`src/hw/csr_pkg.sv`:
```
package csr_pkg;

    // Machine-level CSR address map
    typedef enum logic [11:0] {
        csr_mstatus    = 12'h300,
        csr_misa       = 12'h301,
        csr_mie        = 12'h304,
        csr_mtvec      = 12'h305,
        csr_mscratch   = 12'h340,
        csr_mepc       = 12'h341,
        csr_mcause     = 12'h342,
        csr_mtval      = 12'h343,
        csr_mip        = 12'h344,
        csr_cycle      = 12'hC00,
        csr_instret    = 12'hC02,
        csr_cycleh     = 12'hC80,
        csr_instreth   = 12'hC82,
        csr_mvendorid  = 12'hF11,
        csr_marchid    = 12'hF12,
        csr_mimpid     = 12'hF13,
        csr_mhartid    = 12'hF14,
        csr_mconfigptr = 12'hF15
    } csr_addr_e;

    typedef enum logic [1:0] {
        op_none  = 2'b00,
        op_write = 2'b01,
        op_set   = 2'b10,
        op_clear = 2'b11
    } csr_op_e;

    typedef enum logic [1:0] {
        priv_user       = 2'b00,
        priv_supervisor = 2'b01,
        priv_machine    = 2'b11
    } priv_e;

    // Synchronous exception causes
    typedef enum logic [4:0] {
        exc_instr_misaligned = 5'd0,
        exc_instr_fault      = 5'd1,
        exc_illegal_instr    = 5'd2,
        exc_breakpoint       = 5'd3,
        exc_load_misaligned  = 5'd4,
        exc_load_fault       = 5'd5,
        exc_store_misaligned = 5'd6,
        exc_store_fault      = 5'd7,
        exc_ecall_u          = 5'd8,
        exc_ecall_m          = 5'd11
    } exc_code_e;

    typedef enum logic [4:0] {
        m_sw_int  = 5'd3,
        m_tim_int = 5'd7,
        m_ext_int = 5'd11
    } irq_code_e;

    // Legal write bits
    localparam logic [31:0] MASK_MSTATUS = 32'h007E19AA;
    localparam logic [31:0] MASK_MISA    = 32'h3C000000;
    localparam logic [31:0] MASK_MIE     = 32'h00000888;
    localparam logic [31:0] MASK_MTVEC   = 32'hFFFFFFFC;
    localparam logic [31:0] MASK_MEPC    = 32'hFFFFFFFC;

    localparam logic [31:0] MISA_RESET = 32'h40000100; // RV32I

    localparam int MSTATUS_MIE_BIT  = 3;
    localparam int MSTATUS_MPIE_BIT = 7;
    localparam int MSTATUS_MPP_LSB  = 11; // Two bits wide

endpackage
```
`src/hw/csr_access_if.sv`:
```
`timescale 1ns/1ps

// One CSR access between the access control and the register file
interface csr_access_if;

    csr_pkg::csr_addr_e addr;
    logic [31:0]        cur_data; // Combinational read of addr
    logic               wr_en;
    logic [31:0]        wr_data;  // Already merged and masked

    modport ctrl (
        output addr,
        output wr_en,
        output wr_data,
        input  cur_data
    );

    modport bank (
        input  addr,
        input  wr_en,
        input  wr_data,
        output cur_data
    );

endinterface

```
`src/hw/csr_unit.sv`:
```
`timescale 1ns/1ps

module csr_unit (
    input  logic                  clk,
    input  logic                  reset,
    input  logic                  read_enable_i,
    input  logic                  write_enable_i,
    input  logic                  killed_i,
    input  csr_pkg::csr_op_e      operation_i,
    input  logic [11:0]           address_i,
    input  logic [31:0]           data_i,
    output logic [31:0]           out_o,
    input  logic                  raise_exception_i,
    input  logic                  machine_return_i,
    input  csr_pkg::exc_code_e    exception_code_i,
    input  csr_pkg::priv_e        privilege_i,
    input  logic [31:0]           pc_i,
    input  logic [31:0]           instruction_i,
    input  logic [31:0]           irq_i,
    input  logic                  interrupt_ack_i,
    output logic                  interrupt_pending_o,
    output logic [31:0]           mtvec_o,
    output logic [31:0]           mepc_o
);

    logic [31:0]        mip;
    logic [31:0]        mie;
    logic               global_ie;
    csr_pkg::irq_code_e irq_code;

    csr_access_if acc_if ();

    csr_access_ctrl u_access_ctrl (
        .read_enable_i  (read_enable_i),
        .write_enable_i (write_enable_i),
        .killed_i       (killed_i),
        .operation_i    (operation_i),
        .address_i      (address_i),
        .data_i         (data_i),
        .out_o          (out_o),
        .acc            (acc_if.ctrl)
    );

    csr_file u_csr_file (
        .clk               (clk),
        .reset             (reset),
        .acc               (acc_if.bank),
        .killed_i          (killed_i),
        .raise_exception_i (raise_exception_i),
        .machine_return_i  (machine_return_i),
        .interrupt_ack_i   (interrupt_ack_i),
        .exception_code_i  (exception_code_i),
        .privilege_i       (privilege_i),
        .pc_i              (pc_i),
        .instruction_i     (instruction_i),
        .mip_i             (mip),
        .irq_code_i        (irq_code),
        .mie_o             (mie),
        .global_ie_o       (global_ie),
        .mtvec_o           (mtvec_o),
        .mepc_o            (mepc_o)
    );

    // Pending request back to the core
    irq_select u_irq_select (
        .clk                 (clk),
        .reset               (reset),
        .irq_i               (irq_i),
        .mie_i               (mie),
        .global_ie_i         (global_ie),
        .interrupt_ack_i     (interrupt_ack_i),
        .mip_o               (mip),
        .irq_code_o          (irq_code),
        .interrupt_pending_o (interrupt_pending_o)
    );

endmodule

```
`src/hw/irq_select.sv`:
```
`timescale 1ns/1ps

module irq_select (
    input  logic                  clk,
    input  logic                  reset,
    input  logic [31:0]           irq_i,
    input  logic [31:0]           mie_i,
    input  logic                  global_ie_i,
    input  logic                  interrupt_ack_i,
    output logic [31:0]           mip_o,
    output csr_pkg::irq_code_e    irq_code_o,
    output logic                  interrupt_pending_o
);

    logic [31:0] enabled;
    logic        take;

    assign enabled = mip_o & mie_i;

    // No new request while the core is acknowledging
    assign take = global_ie_i && (enabled != '0) && !interrupt_ack_i;

    // Interrupt lines sampled once per cycle
    always_ff @(posedge clk) begin
        if (reset) begin
            mip_o <= '0;
        end else begin
            mip_o <= irq_i;
        end
    end

    always_ff @(posedge clk) begin
        if (reset) begin
            interrupt_pending_o <= 1'b0;
        end else begin
            interrupt_pending_o <= take;
        end
    end

    // Cause code held for the acknowledge with external first
    always_ff @(posedge clk) begin
        if (take) begin
            if (enabled[11]) begin
                irq_code_o <= csr_pkg::m_ext_int;
            end else if (enabled[3]) begin
                irq_code_o <= csr_pkg::m_sw_int;
            end else if (enabled[7]) begin
                irq_code_o <= csr_pkg::m_tim_int;
            end
        end
    end

endmodule

```
`src/hw/csr_file.sv`:
```
`timescale 1ns/1ps

module csr_file (
    input  logic                  clk,
    input  logic                  reset,
    csr_access_if.bank            acc,
    input  logic                  killed_i,
    input  logic                  raise_exception_i,
    input  logic                  machine_return_i,
    input  logic                  interrupt_ack_i,
    input  csr_pkg::exc_code_e    exception_code_i,
    input  csr_pkg::priv_e        privilege_i,
    input  logic [31:0]           pc_i,
    input  logic [31:0]           instruction_i,
    input  logic [31:0]           mip_i,
    input  csr_pkg::irq_code_e    irq_code_i,
    output logic [31:0]           mie_o,
    output logic                  global_ie_o,
    output logic [31:0]           mtvec_o,
    output logic [31:0]           mepc_o
);

    logic [31:0] mstatus;
    logic [31:0] misa;
    logic [31:0] mie;
    logic [31:0] mtvec;
    logic [31:0] mscratch;
    logic [31:0] mepc;
    logic [31:0] mcause;
    logic [31:0] mtval;
    logic [63:0] cycle;
    logic [63:0] instret;

    assign mie_o       = mie;
    assign global_ie_o = mstatus[csr_pkg::MSTATUS_MIE_BIT];
    assign mtvec_o     = mtvec;
    assign mepc_o      = mepc;

    // Identity registers fall into the read mux default
    always_comb begin
        case (acc.addr)
            csr_pkg::csr_mstatus:  acc.cur_data = mstatus;
            csr_pkg::csr_misa:     acc.cur_data = misa;
            csr_pkg::csr_mie:      acc.cur_data = mie;
            csr_pkg::csr_mtvec:    acc.cur_data = mtvec;
            csr_pkg::csr_mscratch: acc.cur_data = mscratch;
            csr_pkg::csr_mepc:     acc.cur_data = mepc;
            csr_pkg::csr_mcause:   acc.cur_data = mcause;
            csr_pkg::csr_mtval:    acc.cur_data = mtval;
            csr_pkg::csr_mip:      acc.cur_data = mip_i;
            csr_pkg::csr_cycle:    acc.cur_data = cycle[31:0];
            csr_pkg::csr_cycleh:   acc.cur_data = cycle[63:32];
            csr_pkg::csr_instret:  acc.cur_data = instret[31:0];
            csr_pkg::csr_instreth: acc.cur_data = instret[63:32];
            default:               acc.cur_data = '0;
        endcase
    end

    // One update per edge in the order mret, exception, interrupt and CSR write
    always_ff @(posedge clk) begin
        if (reset) begin
            mstatus  <= '0;
            misa     <= csr_pkg::MISA_RESET;
            mie      <= '0;
            mtvec    <= '0;
            mscratch <= '0;
            mepc     <= '0;
            mcause   <= '0;
            mtval    <= '0;
        end else if (machine_return_i) begin
            mstatus[csr_pkg::MSTATUS_MIE_BIT] <= mstatus[csr_pkg::MSTATUS_MPIE_BIT];
        end else if (raise_exception_i) begin
            mcause <= {1'b0, 26'd0, exception_code_i};
            mstatus[csr_pkg::MSTATUS_MPP_LSB +: 2] <= privilege_i;
            mstatus[csr_pkg::MSTATUS_MPIE_BIT]     <= mstatus[csr_pkg::MSTATUS_MIE_BIT];
            mstatus[csr_pkg::MSTATUS_MIE_BIT]      <= 1'b0;
            // An M-mode ecall returns to itself
            if (exception_code_i == csr_pkg::exc_ecall_m) begin
                mepc <= pc_i;
            end else begin
                mepc <= pc_i + 32'd4;
            end
            if (exception_code_i == csr_pkg::exc_illegal_instr) begin
                mtval <= instruction_i; // Faulting encoding
            end else begin
                mtval <= pc_i;
            end
        end else if (interrupt_ack_i) begin
            mcause <= {1'b1, 26'd0, irq_code_i};
            mstatus[csr_pkg::MSTATUS_MPP_LSB +: 2] <= privilege_i;
            mstatus[csr_pkg::MSTATUS_MPIE_BIT]     <= mstatus[csr_pkg::MSTATUS_MIE_BIT];
            mstatus[csr_pkg::MSTATUS_MIE_BIT]      <= 1'b0;
            mepc <= pc_i; // Interrupted instruction reruns
        end else if (acc.wr_en) begin
            case (acc.addr)
                csr_pkg::csr_mstatus:  mstatus  <= acc.wr_data;
                csr_pkg::csr_misa:     misa     <= acc.wr_data;
                csr_pkg::csr_mie:      mie      <= acc.wr_data;
                csr_pkg::csr_mtvec:    mtvec    <= acc.wr_data;
                csr_pkg::csr_mscratch: mscratch <= acc.wr_data;
                csr_pkg::csr_mepc:     mepc     <= acc.wr_data;
                csr_pkg::csr_mcause:   mcause   <= acc.wr_data;
                csr_pkg::csr_mtval:    mtval    <= acc.wr_data;
                default: ; // Read-only addresses ignore writes
            endcase
        end
    end

    // Performance counters
    always_ff @(posedge clk) begin
        if (reset) begin
            cycle   <= '0;
            instret <= '0;
        end else begin
            cycle <= cycle + 64'd1;
            if (!killed_i) begin
                instret <= instret + 64'd1; // Retired when not killed
            end
        end
    end

endmodule

```
`src/hw/csr_access_ctrl.sv`:
```
`timescale 1ns/1ps

module csr_access_ctrl (
    input  logic              read_enable_i,
    input  logic              write_enable_i,
    input  logic              killed_i,
    input  csr_pkg::csr_op_e  operation_i,
    input  logic [11:0]       address_i,
    input  logic [31:0]       data_i,
    output logic [31:0]       out_o,
    csr_access_if.ctrl        acc
);

    csr_pkg::csr_addr_e addr;
    logic [31:0]        wmask;
    logic [31:0]        merged;

    assign addr     = csr_pkg::csr_addr_e'(address_i);
    assign acc.addr = addr;

    // Writable bits per address
    always_comb begin
        case (addr)
            csr_pkg::csr_mstatus:  wmask = csr_pkg::MASK_MSTATUS;
            csr_pkg::csr_misa:     wmask = csr_pkg::MASK_MISA;
            csr_pkg::csr_mie:      wmask = csr_pkg::MASK_MIE;
            csr_pkg::csr_mtvec:    wmask = csr_pkg::MASK_MTVEC;
            csr_pkg::csr_mepc:     wmask = csr_pkg::MASK_MEPC;
            csr_pkg::csr_mscratch: wmask = '1;
            csr_pkg::csr_mcause:   wmask = '1;
            csr_pkg::csr_mtval:    wmask = '1;
            default:               wmask = '0; // Read-only
        endcase
    end

    always_comb begin
        case (operation_i)
            csr_pkg::op_write: merged = data_i;
            csr_pkg::op_set:   merged = acc.cur_data | data_i;
            csr_pkg::op_clear: merged = acc.cur_data & ~data_i;
            default:           merged = acc.cur_data; // No change
        endcase
    end

    // Bits outside the mask keep their current value
    assign acc.wr_data = (merged & wmask) | (acc.cur_data & ~wmask);

    // Kill gates both directions here and nowhere else
    assign acc.wr_en = write_enable_i & ~killed_i;
    assign out_o     = (read_enable_i && !killed_i) ? acc.cur_data : '0;

endmodule

```
`config.mk`:
```
export PLATFORM = sky130hd
export DESIGN_NAME = csr_unit
export DESIGN_NICKNAME = d
export VERILOG_FILES = /design/src/hw/csr_pkg.sv /design/src/hw/csr_access_if.sv /design/src/hw/csr_unit.sv /design/src/hw/irq_select.sv /design/src/hw/csr_file.sv /design/src/hw/csr_access_ctrl.sv
export SDC_FILE = /design/constraint.sdc
export NUM_CORES = 1
export LEC_CHECK = 0
export BUFFER_PORTS_ARGS = -buffer_cell sky130_fd_sc_hd__buf_4
export CAP_MARGIN = 20
export CORE_MARGIN = 2
export CORE_UTILIZATION = 35
export DETAILED_ROUTE_END_ITERATION = 10
export RECOVER_POWER = 50
export SETUP_SLACK_MARGIN = 0.2
export SYNTH_ARGS = -nofsm -noshare
export SYNTH_HDL_FRONTEND = slang
export SYNTH_SLANG_ARGS = --single-unit
```
`constraint.sdc`:
```
create_clock -name clk -period 3.2 [get_ports clk]
set_input_delay 0.48 -clock clk [delete_from_list [all_inputs] [get_ports clk]]
set_output_delay 0.48 -clock clk [all_outputs]
set_load 0.005 [all_outputs]
```
==> impl_metrics.csv, run 1 <==
group,metric,value,unit
run_status,status,"complete, but fails checks",
run_status,failed_checks,"max-capacitance violations, max-slew violations",
logic_synthesis,ys_seq_area_frac,0.381,
timing,fin_crit,3.13,ns
place,dp_cells,3940,
logic_synthesis,syn_inst,2688,
detailed_routing,wl,128000,um
critical_path,start_kind,"input pin",
cts,cts_tree,"done",
global_route,antenna_found_initial,6,
power,power.net_switching,3.37,mW
finish,num-nets-final,3411,
logic_synthesis,ys_warn_count,0,
floorplan,dieArea,65000,um2
cts,worstSkewPairLatency,0.63,ns
power,sw_frac_of_total,0.267,
cts,cts_sinks,419,
power,power_density,410,nW/um2
critical_path,arrival,2.65,ns
critical_path,critPathKind,"in2out",
timing,finalCritPeriodShare,0.979,
timing,worst_pin_slew,2.41,ns
logic_synthesis,synth.distinct_cells,103,
finish,final_common_cell,"buf_4",
logic_synthesis,synth_edf_count,2,
critical_path,worst_ep_required_time,2.72,ns
detailed_routing,dr.first_iter.drc_count,3301,
global_route,grt_usage,0.383,
power,peakVddDrop,0.000376,V
timing,slew_headroom,-0.604,
timing,final_max_slew_viol_count,320,
cts,cts.path.max_buffers,3,
global_route,overflow,0,
finish,syn_to_final_growth,39.9,%
detailed_routing,top_layer_used,"met5",
logic_synthesis,synth_area_per_cell,8.20,um2
timing,final.setup.tns,0,ns
power,power_frac_comb,0.106,
logic_synthesis,syn-num-nets,2848,
power,p_seq_frac,0.431,
critical_path,path_max_fanout,5,
finish,final_cell_mix,"buf_4 (541), dfxtp_1 (415), nand2_1 (258)",
logic_synthesis,synth-seq-cells,419,
cts,numCtsBuffers,49,
finish,final-instance-count-excl-fill,4136,
detailed_routing,drc_errors,0,
timing,fin_skew,0.0424,ns
detailed_routing,dr.pass1.iters,7,
finish,drive_above_1_share,0.299,
detailed_routing,met1Wirelength,53700,um
detailed_routing,wl_met3,14300,um
floorplan,die_y,255,um
power,p_clk_frac,0.463,
place,routabilityCongestion,1.05,
floorplan,dieWidth,255,um
flow_run,drv_cap,4,
power,p_int,9.28,mW
critical_path,worstSetupEndpointType,"output pin",
finish,top_regs,"u_csr_file.cycle (64), u_csr_file.instret (64)",
floorplan,initial_core_util,0.352,
logic_synthesis,synth-async-reset-ratio,0,
hold_path,hp-class,"in2reg",
detailed_routing,vias_per_cell,6.16,
floorplan,num_io_pins,254,
timing,fmax,0.319,GHz
cts,cts_root_buf,"clkbuf_16",
floorplan,rows,92,
floorplan,coreArea,62700,um2
detailed_routing,routedWlPerCell,31.0,um
logic_synthesis,synthFlopType,"dfxtp_1",
detailed_routing,met2WireLength,53700,um
global_route,grt_pass1_wl,177000,um
timing,rsz0062_at_grt,"true",
logic_synthesis,syn-cell-area,22100,um2
global_route,grt_pass1_vias,23500,
power,p_leak,11.6,nW
cts,path_clk_slew,0.06,ns
detailed_routing,num_vias,25500,
place,port-buffer-count,253,
timing,finalSetupViolCount,0,
cts,h-tree-depth,2,
place,hpwl,99400,um
timing,hold_viol_final,0,
global_route,grt_max_degree,106,
detailed_routing,final_antenna_net_count,0,
power groups by stage:
stage	sequential [mW]	combinational (mW)	clock, mW
6_report	5.45	1.34	5.86
5_1_grt	5.45	1.38	6.11
4_1_cts	5.45	1.26	5.92
3_5_place_dp	5.56	1.18	0
3_3_place_gp	5.56	1.17	0
2_1_floorplan	5.47	0.529	0
logic make-up (layout without fill, tap and decap cells):
kind of cell	Yosys count	count (layout)	synth area share
flip-flops	419	419	0.381
multiplexers	100	100	0.0483
other	0	3	0
buffers and inverters	252	851	0.0509
AO/OA/AOI/OAI	668	668	0.208
XOR/XNOR	138	138	0.0548
AND/OR/NAND/NOR	1108	1108	0.255
adder cells (fa/ha/maj)	3	3	0.00170
worst max-delay path, stage by stage:
cell and delay, ns:
buf_12 0.12, buf_12 0.13, nor4b_4 0.15, buf_4 0.15, buf_6 0.12, a222oi_1 0.53
buf_4 0.22, o2bb2ai_2 0.05, a221oi_2 0.22, a31oi_2 0.20, buf_4 0.18, buf_6 0.11
final cells by class:
class	instances	area, um2
clock buffer	68	1420
inverter	45	169
antenna	3	7.51
sequential	419	8410
clock inverter	19	238
multi-input combinational	2017	13400
timing repair buffer	719	6130
tap	846	1060
fill	6060	31900
final timing paths:
kind                                from                endpoint  slack, ns  cells past startpoint
setup reg to reg  u_csr_file.instret[12]  u_csr_file.instret[54]       0.21                      8
setup / recovery            address_i[2]               out_o[25]       0.07                     12
hold / removal                 irq_i[29]  u_irq_select.mip_o[29]       0.07                      2
hold reg to reg       u_csr_file.misa[8]      u_csr_file.misa[8]       0.44                      2
through the flow:
step,power (mW),setup slack (ns),utilization,area [um2],hold slack (ns)
6_report,12.6,0.0673,0.492,30900,0.0684
5_1_grt,12.9,0.0715,0.492,30800,0.0700
4_1_cts,12.6,0.169,0.482,30200,0.0586
3_5_place_dp,6.74,-0.513,0.433,27200,0.412
3_3_place_gp,6.73,-0.522,0.433,27200,0.408
2_1_floorplan,6.00,0.569,-,22100,0.391
Yosys cell counts (15+ instances only):
cell type / count / area share
mux2i_1: 57 / 0.026
o21ai_0: 125 / 0.028
nor2b_1: 119 / 0.034
o22ai_1: 25 / 0.0071
o211ai_1: 17 / 0.0058
a222oi_1: 16 / 0.0073
nor3_1: 75 / 0.017
o2bb2ai_1: 16 / 0.0064
nand2_1: 262 / 0.045
dfxtp_1: 417 / 0.38
nor4_1: 35 / 0.0099
buf_2: 62 / 0.014
a211oi_1: 50 / 0.017
and2_1: 15 / 0.0043
a21oi_1: 135 / 0.031
and4_1: 18 / 0.0071
a221oi_1: 20 / 0.0079
xor2_1: 61 / 0.024
mux2_2: 42 / 0.021
nor2_1: 265 / 0.045
nand2b_1: 15 / 0.0043
nand3_1: 112 / 0.025
o32ai_1: 15 / 0.0060
xnor2_1: 77 / 0.031
inv_1: 43 / 0.0073
clkbuf_1: 115 / 0.020
a2111oi_0: 20 / 0.0079
a31oi_1: 44 / 0.012
nand4_1: 80 / 0.023
and3_1: 34 / 0.0096
a22oi_1: 62 / 0.021
or3_1: 23 / 0.0065
metal layers:
metal | vias up | global-route usage
met5 | - | 0
met4 | 2 | 0.172
met3 | 336 | 0.0887
met2 | 1665 | 0.569
met1 | 12500 | 0.526
li1 | 11000 | -
timing repair:
item,4_1_cts,5_1_grt
pin swaps,42,43
setup endpoints to repair,37,32
buffers inserted,60,41
hold buffers,0,0
gates resized for setup,177,95
cloned,3,2
Power figures use the tool's default switching activity.
==> inputs of run 2 (changes only) <==
--- a/config.mk
+++ b/config.mk
@@ -10,8 +10,8 @@
 export CORE_MARGIN = 2
 export CORE_UTILIZATION = 35
 export DETAILED_ROUTE_END_ITERATION = 10
-export RECOVER_POWER = 50
 export SETUP_SLACK_MARGIN = 0.2
+export SKIP_LAST_GASP = 1
 export SYNTH_ARGS = -nofsm -noshare
 export SYNTH_HDL_FRONTEND = slang
 export SYNTH_SLANG_ARGS = --single-unit
==> impl_metrics.csv, run 2 (synthesis results as in run 1) <==
group,metric,value,unit
run_status,status,"finished clean",
detailed_routing,dr.first_iter.drc_count,3215,
finish,top_regs,"u_csr_file.cycle (64), u_csr_file.instret (64)",
critical_path,worstSetupEndpointType,"output pin",
cts,h-tree-depth,2,
place,dpl-instance-area,27200,um2
cts,hold_buffers,0,
floorplan,coreArea,62700,um2
global_route,overflow,0,
critical_path,r2r_cells,11,
finish,fillers,6043,
finish,drive_above_1_share,0.306,
critical_path,cp_common_cell,"buf_4",
timing,rsz0062_at_grt,"true",
power,total_power,12.7,mW
global_route,grt_usage,0.383,
critical_path,critPathKind,"in2out",
power,peakVddDrop,0.000375,V
cts,cts_root_buf,"clkbuf_16",
floorplan,dieWidth,255,um
critical_path,path_depth,12,
critical_path,critical-path-top-delay-family,"buffers and inverters",
cts,path_clk_slew,0.06,ns
detailed_routing,routedWlPerCell,31.1,um
timing,finalCritPeriodShare,0.968,
global_route,grt_pass1_vias,23500,
floorplan,dieArea,65000,um2
critical_path,path_max_fanout,5,
cts,cts.path.max_buffers,3,
detailed_routing,final_antenna_net_count,0,
detailed_routing,wl,128000,um
cts,worstSkewPairLatency,0.62,ns
detailed_routing,dr.pass1.iters,6,
finish,design_area,31000,um2
critical_path,cpMaxStageDelayCell,"a222oi_1",
timing,worst_pin_slew,1.16,ns
timing,fmax,0.323,GHz
hold_path,hp-class,"in2reg",
global_route,antenna_found_initial,5,
place,hpwl,99400,um
finish,num-nets-final,3411,
critical_path,cp_cell_sequence,"buf_12 -> buf_12 -> nor4b_4 -> buf_4 -> buf_6 -> a222oi_1 -> buf_4 -> o2bb2ai_2 -> a221oi_2 -> a31oi_2 -> buf_4 -> buf_6",
critical_path,slowest_delay,0.50,ns
floorplan,rows,92,
cts,cts_sinks,419,
place,port-buffer-count,253,
finish,final_cell_mix,"buf_4 (613), dfxtp_1 (413), nand2_1 (258)",
cts,numCtsBuffers,49,
floorplan,num_io_pins,254,
detailed_routing,drc_errors,0,
power,p_leak,11.8,nW
timing,fin_crit,3.10,ns
power,power_density,408,nW/um2
timing,hold_viol_final,0,
hold_path,holdPathStages,2,
timing,slew_headroom,0.207,
cts,cts_tree,"done",
place,dp_cells,3940,
critical_path,arrival,2.62,ns
finish,final_common_cell,"buf_4",
floorplan,initial_core_util,0.352,
finish,final-instance-count-excl-fill,4136,
global_route,grt_pass1_wl,177000,um
detailed_routing,num_vias,25500,
place,routabilityCongestion,1.05,
critical_path,start_kind,"input pin",
global_route,grt_max_degree,106,
critical_path,cp_num_buf_inv,7,
detailed_routing,vias_per_cell,6.17,
timing,final_max_slew_viol_count,0,
timing,fin_skew,0.0395,ns
floorplan,die_y,255,um
timing,finalSetupViolCount,0,
flow_run,drv_cap,0,
finish,syn_to_final_growth,40.5,%
critical_path,worst_ep_required_time,2.72,ns
==> run 2: path summary, 6_finish.rpt <==
check | startpoint | to | slack, ns
max | address_i[2] | out_o[25] | 0.10
min reg2reg | u_csr_file.misa[8] | u_csr_file.misa[8] | 0.44
max reg2reg | u_csr_file.mscratch[23] | u_csr_file.mepc_o[23] | 0.40
min | irq_i[29] | u_irq_select.mip_o[29] | 0.07
==> run 2: where the power goes <==
part	switching, mW	internal (mW)	leakage, nW
registers	0.143	5.31	3.39
logic	0.798	0.553	7.57
clock network	2.42	3.42	0.803
==> run 2: repair_timing <==
item / CTS / global route
pin swaps: 42 / 43
resized for setup: 177 / 95
cloned: 3 / 2
setup endpoints to repair: 37 / 32
setup buffers: 60 / 41
==> run 2: stage by stage <==
stage	hold WS [ns]	setup TNS, ns	util	setup WS (ns)
after global placement	0.408	-14.73	0.433	-0.522
final	0.0710	0	0.494	0.103
after global routing	0.0700	0	0.494	0.0929
after detailed placement	0.412	-16.09	0.433	-0.513
after floorplan	0.391	0	-	0.569
after CTS	0.0586	0	0.482	0.169
==> run 2: final cells by class <==
| cell class | instances | area [um2] | share of cell area |
|---|---|---|---|
| Timing Repair Buffer | 719 | 6240 | 0.202 |
| Clock buffer | 68 | 1420 | 0.0458 |
| Inverter | 45 | 169 | 0.00545 |
| Antenna cell | 3 | 7.51 | 0.000242 |
| Sequential cell | 419 | 8410 | 0.272 |
| Clock inverter | 19 | 238 | 0.00767 |
| Multi-Input combinational cell | 2017 | 13400 | 0.434 |
| Tap cell | 846 | 1060 | 0.0342 |
==> run 2: layer usage <==
layer / part of all wire / global-route usage / routed length, um
met1: 0.42 / 0.526 / 53800
met2: 0.42 / 0.569 / 53700
met3: 0.11 / 0.0887 / 14300
met4: 0.052 / 0.172 / 6640
met5: 0.00014 / 0 / 18
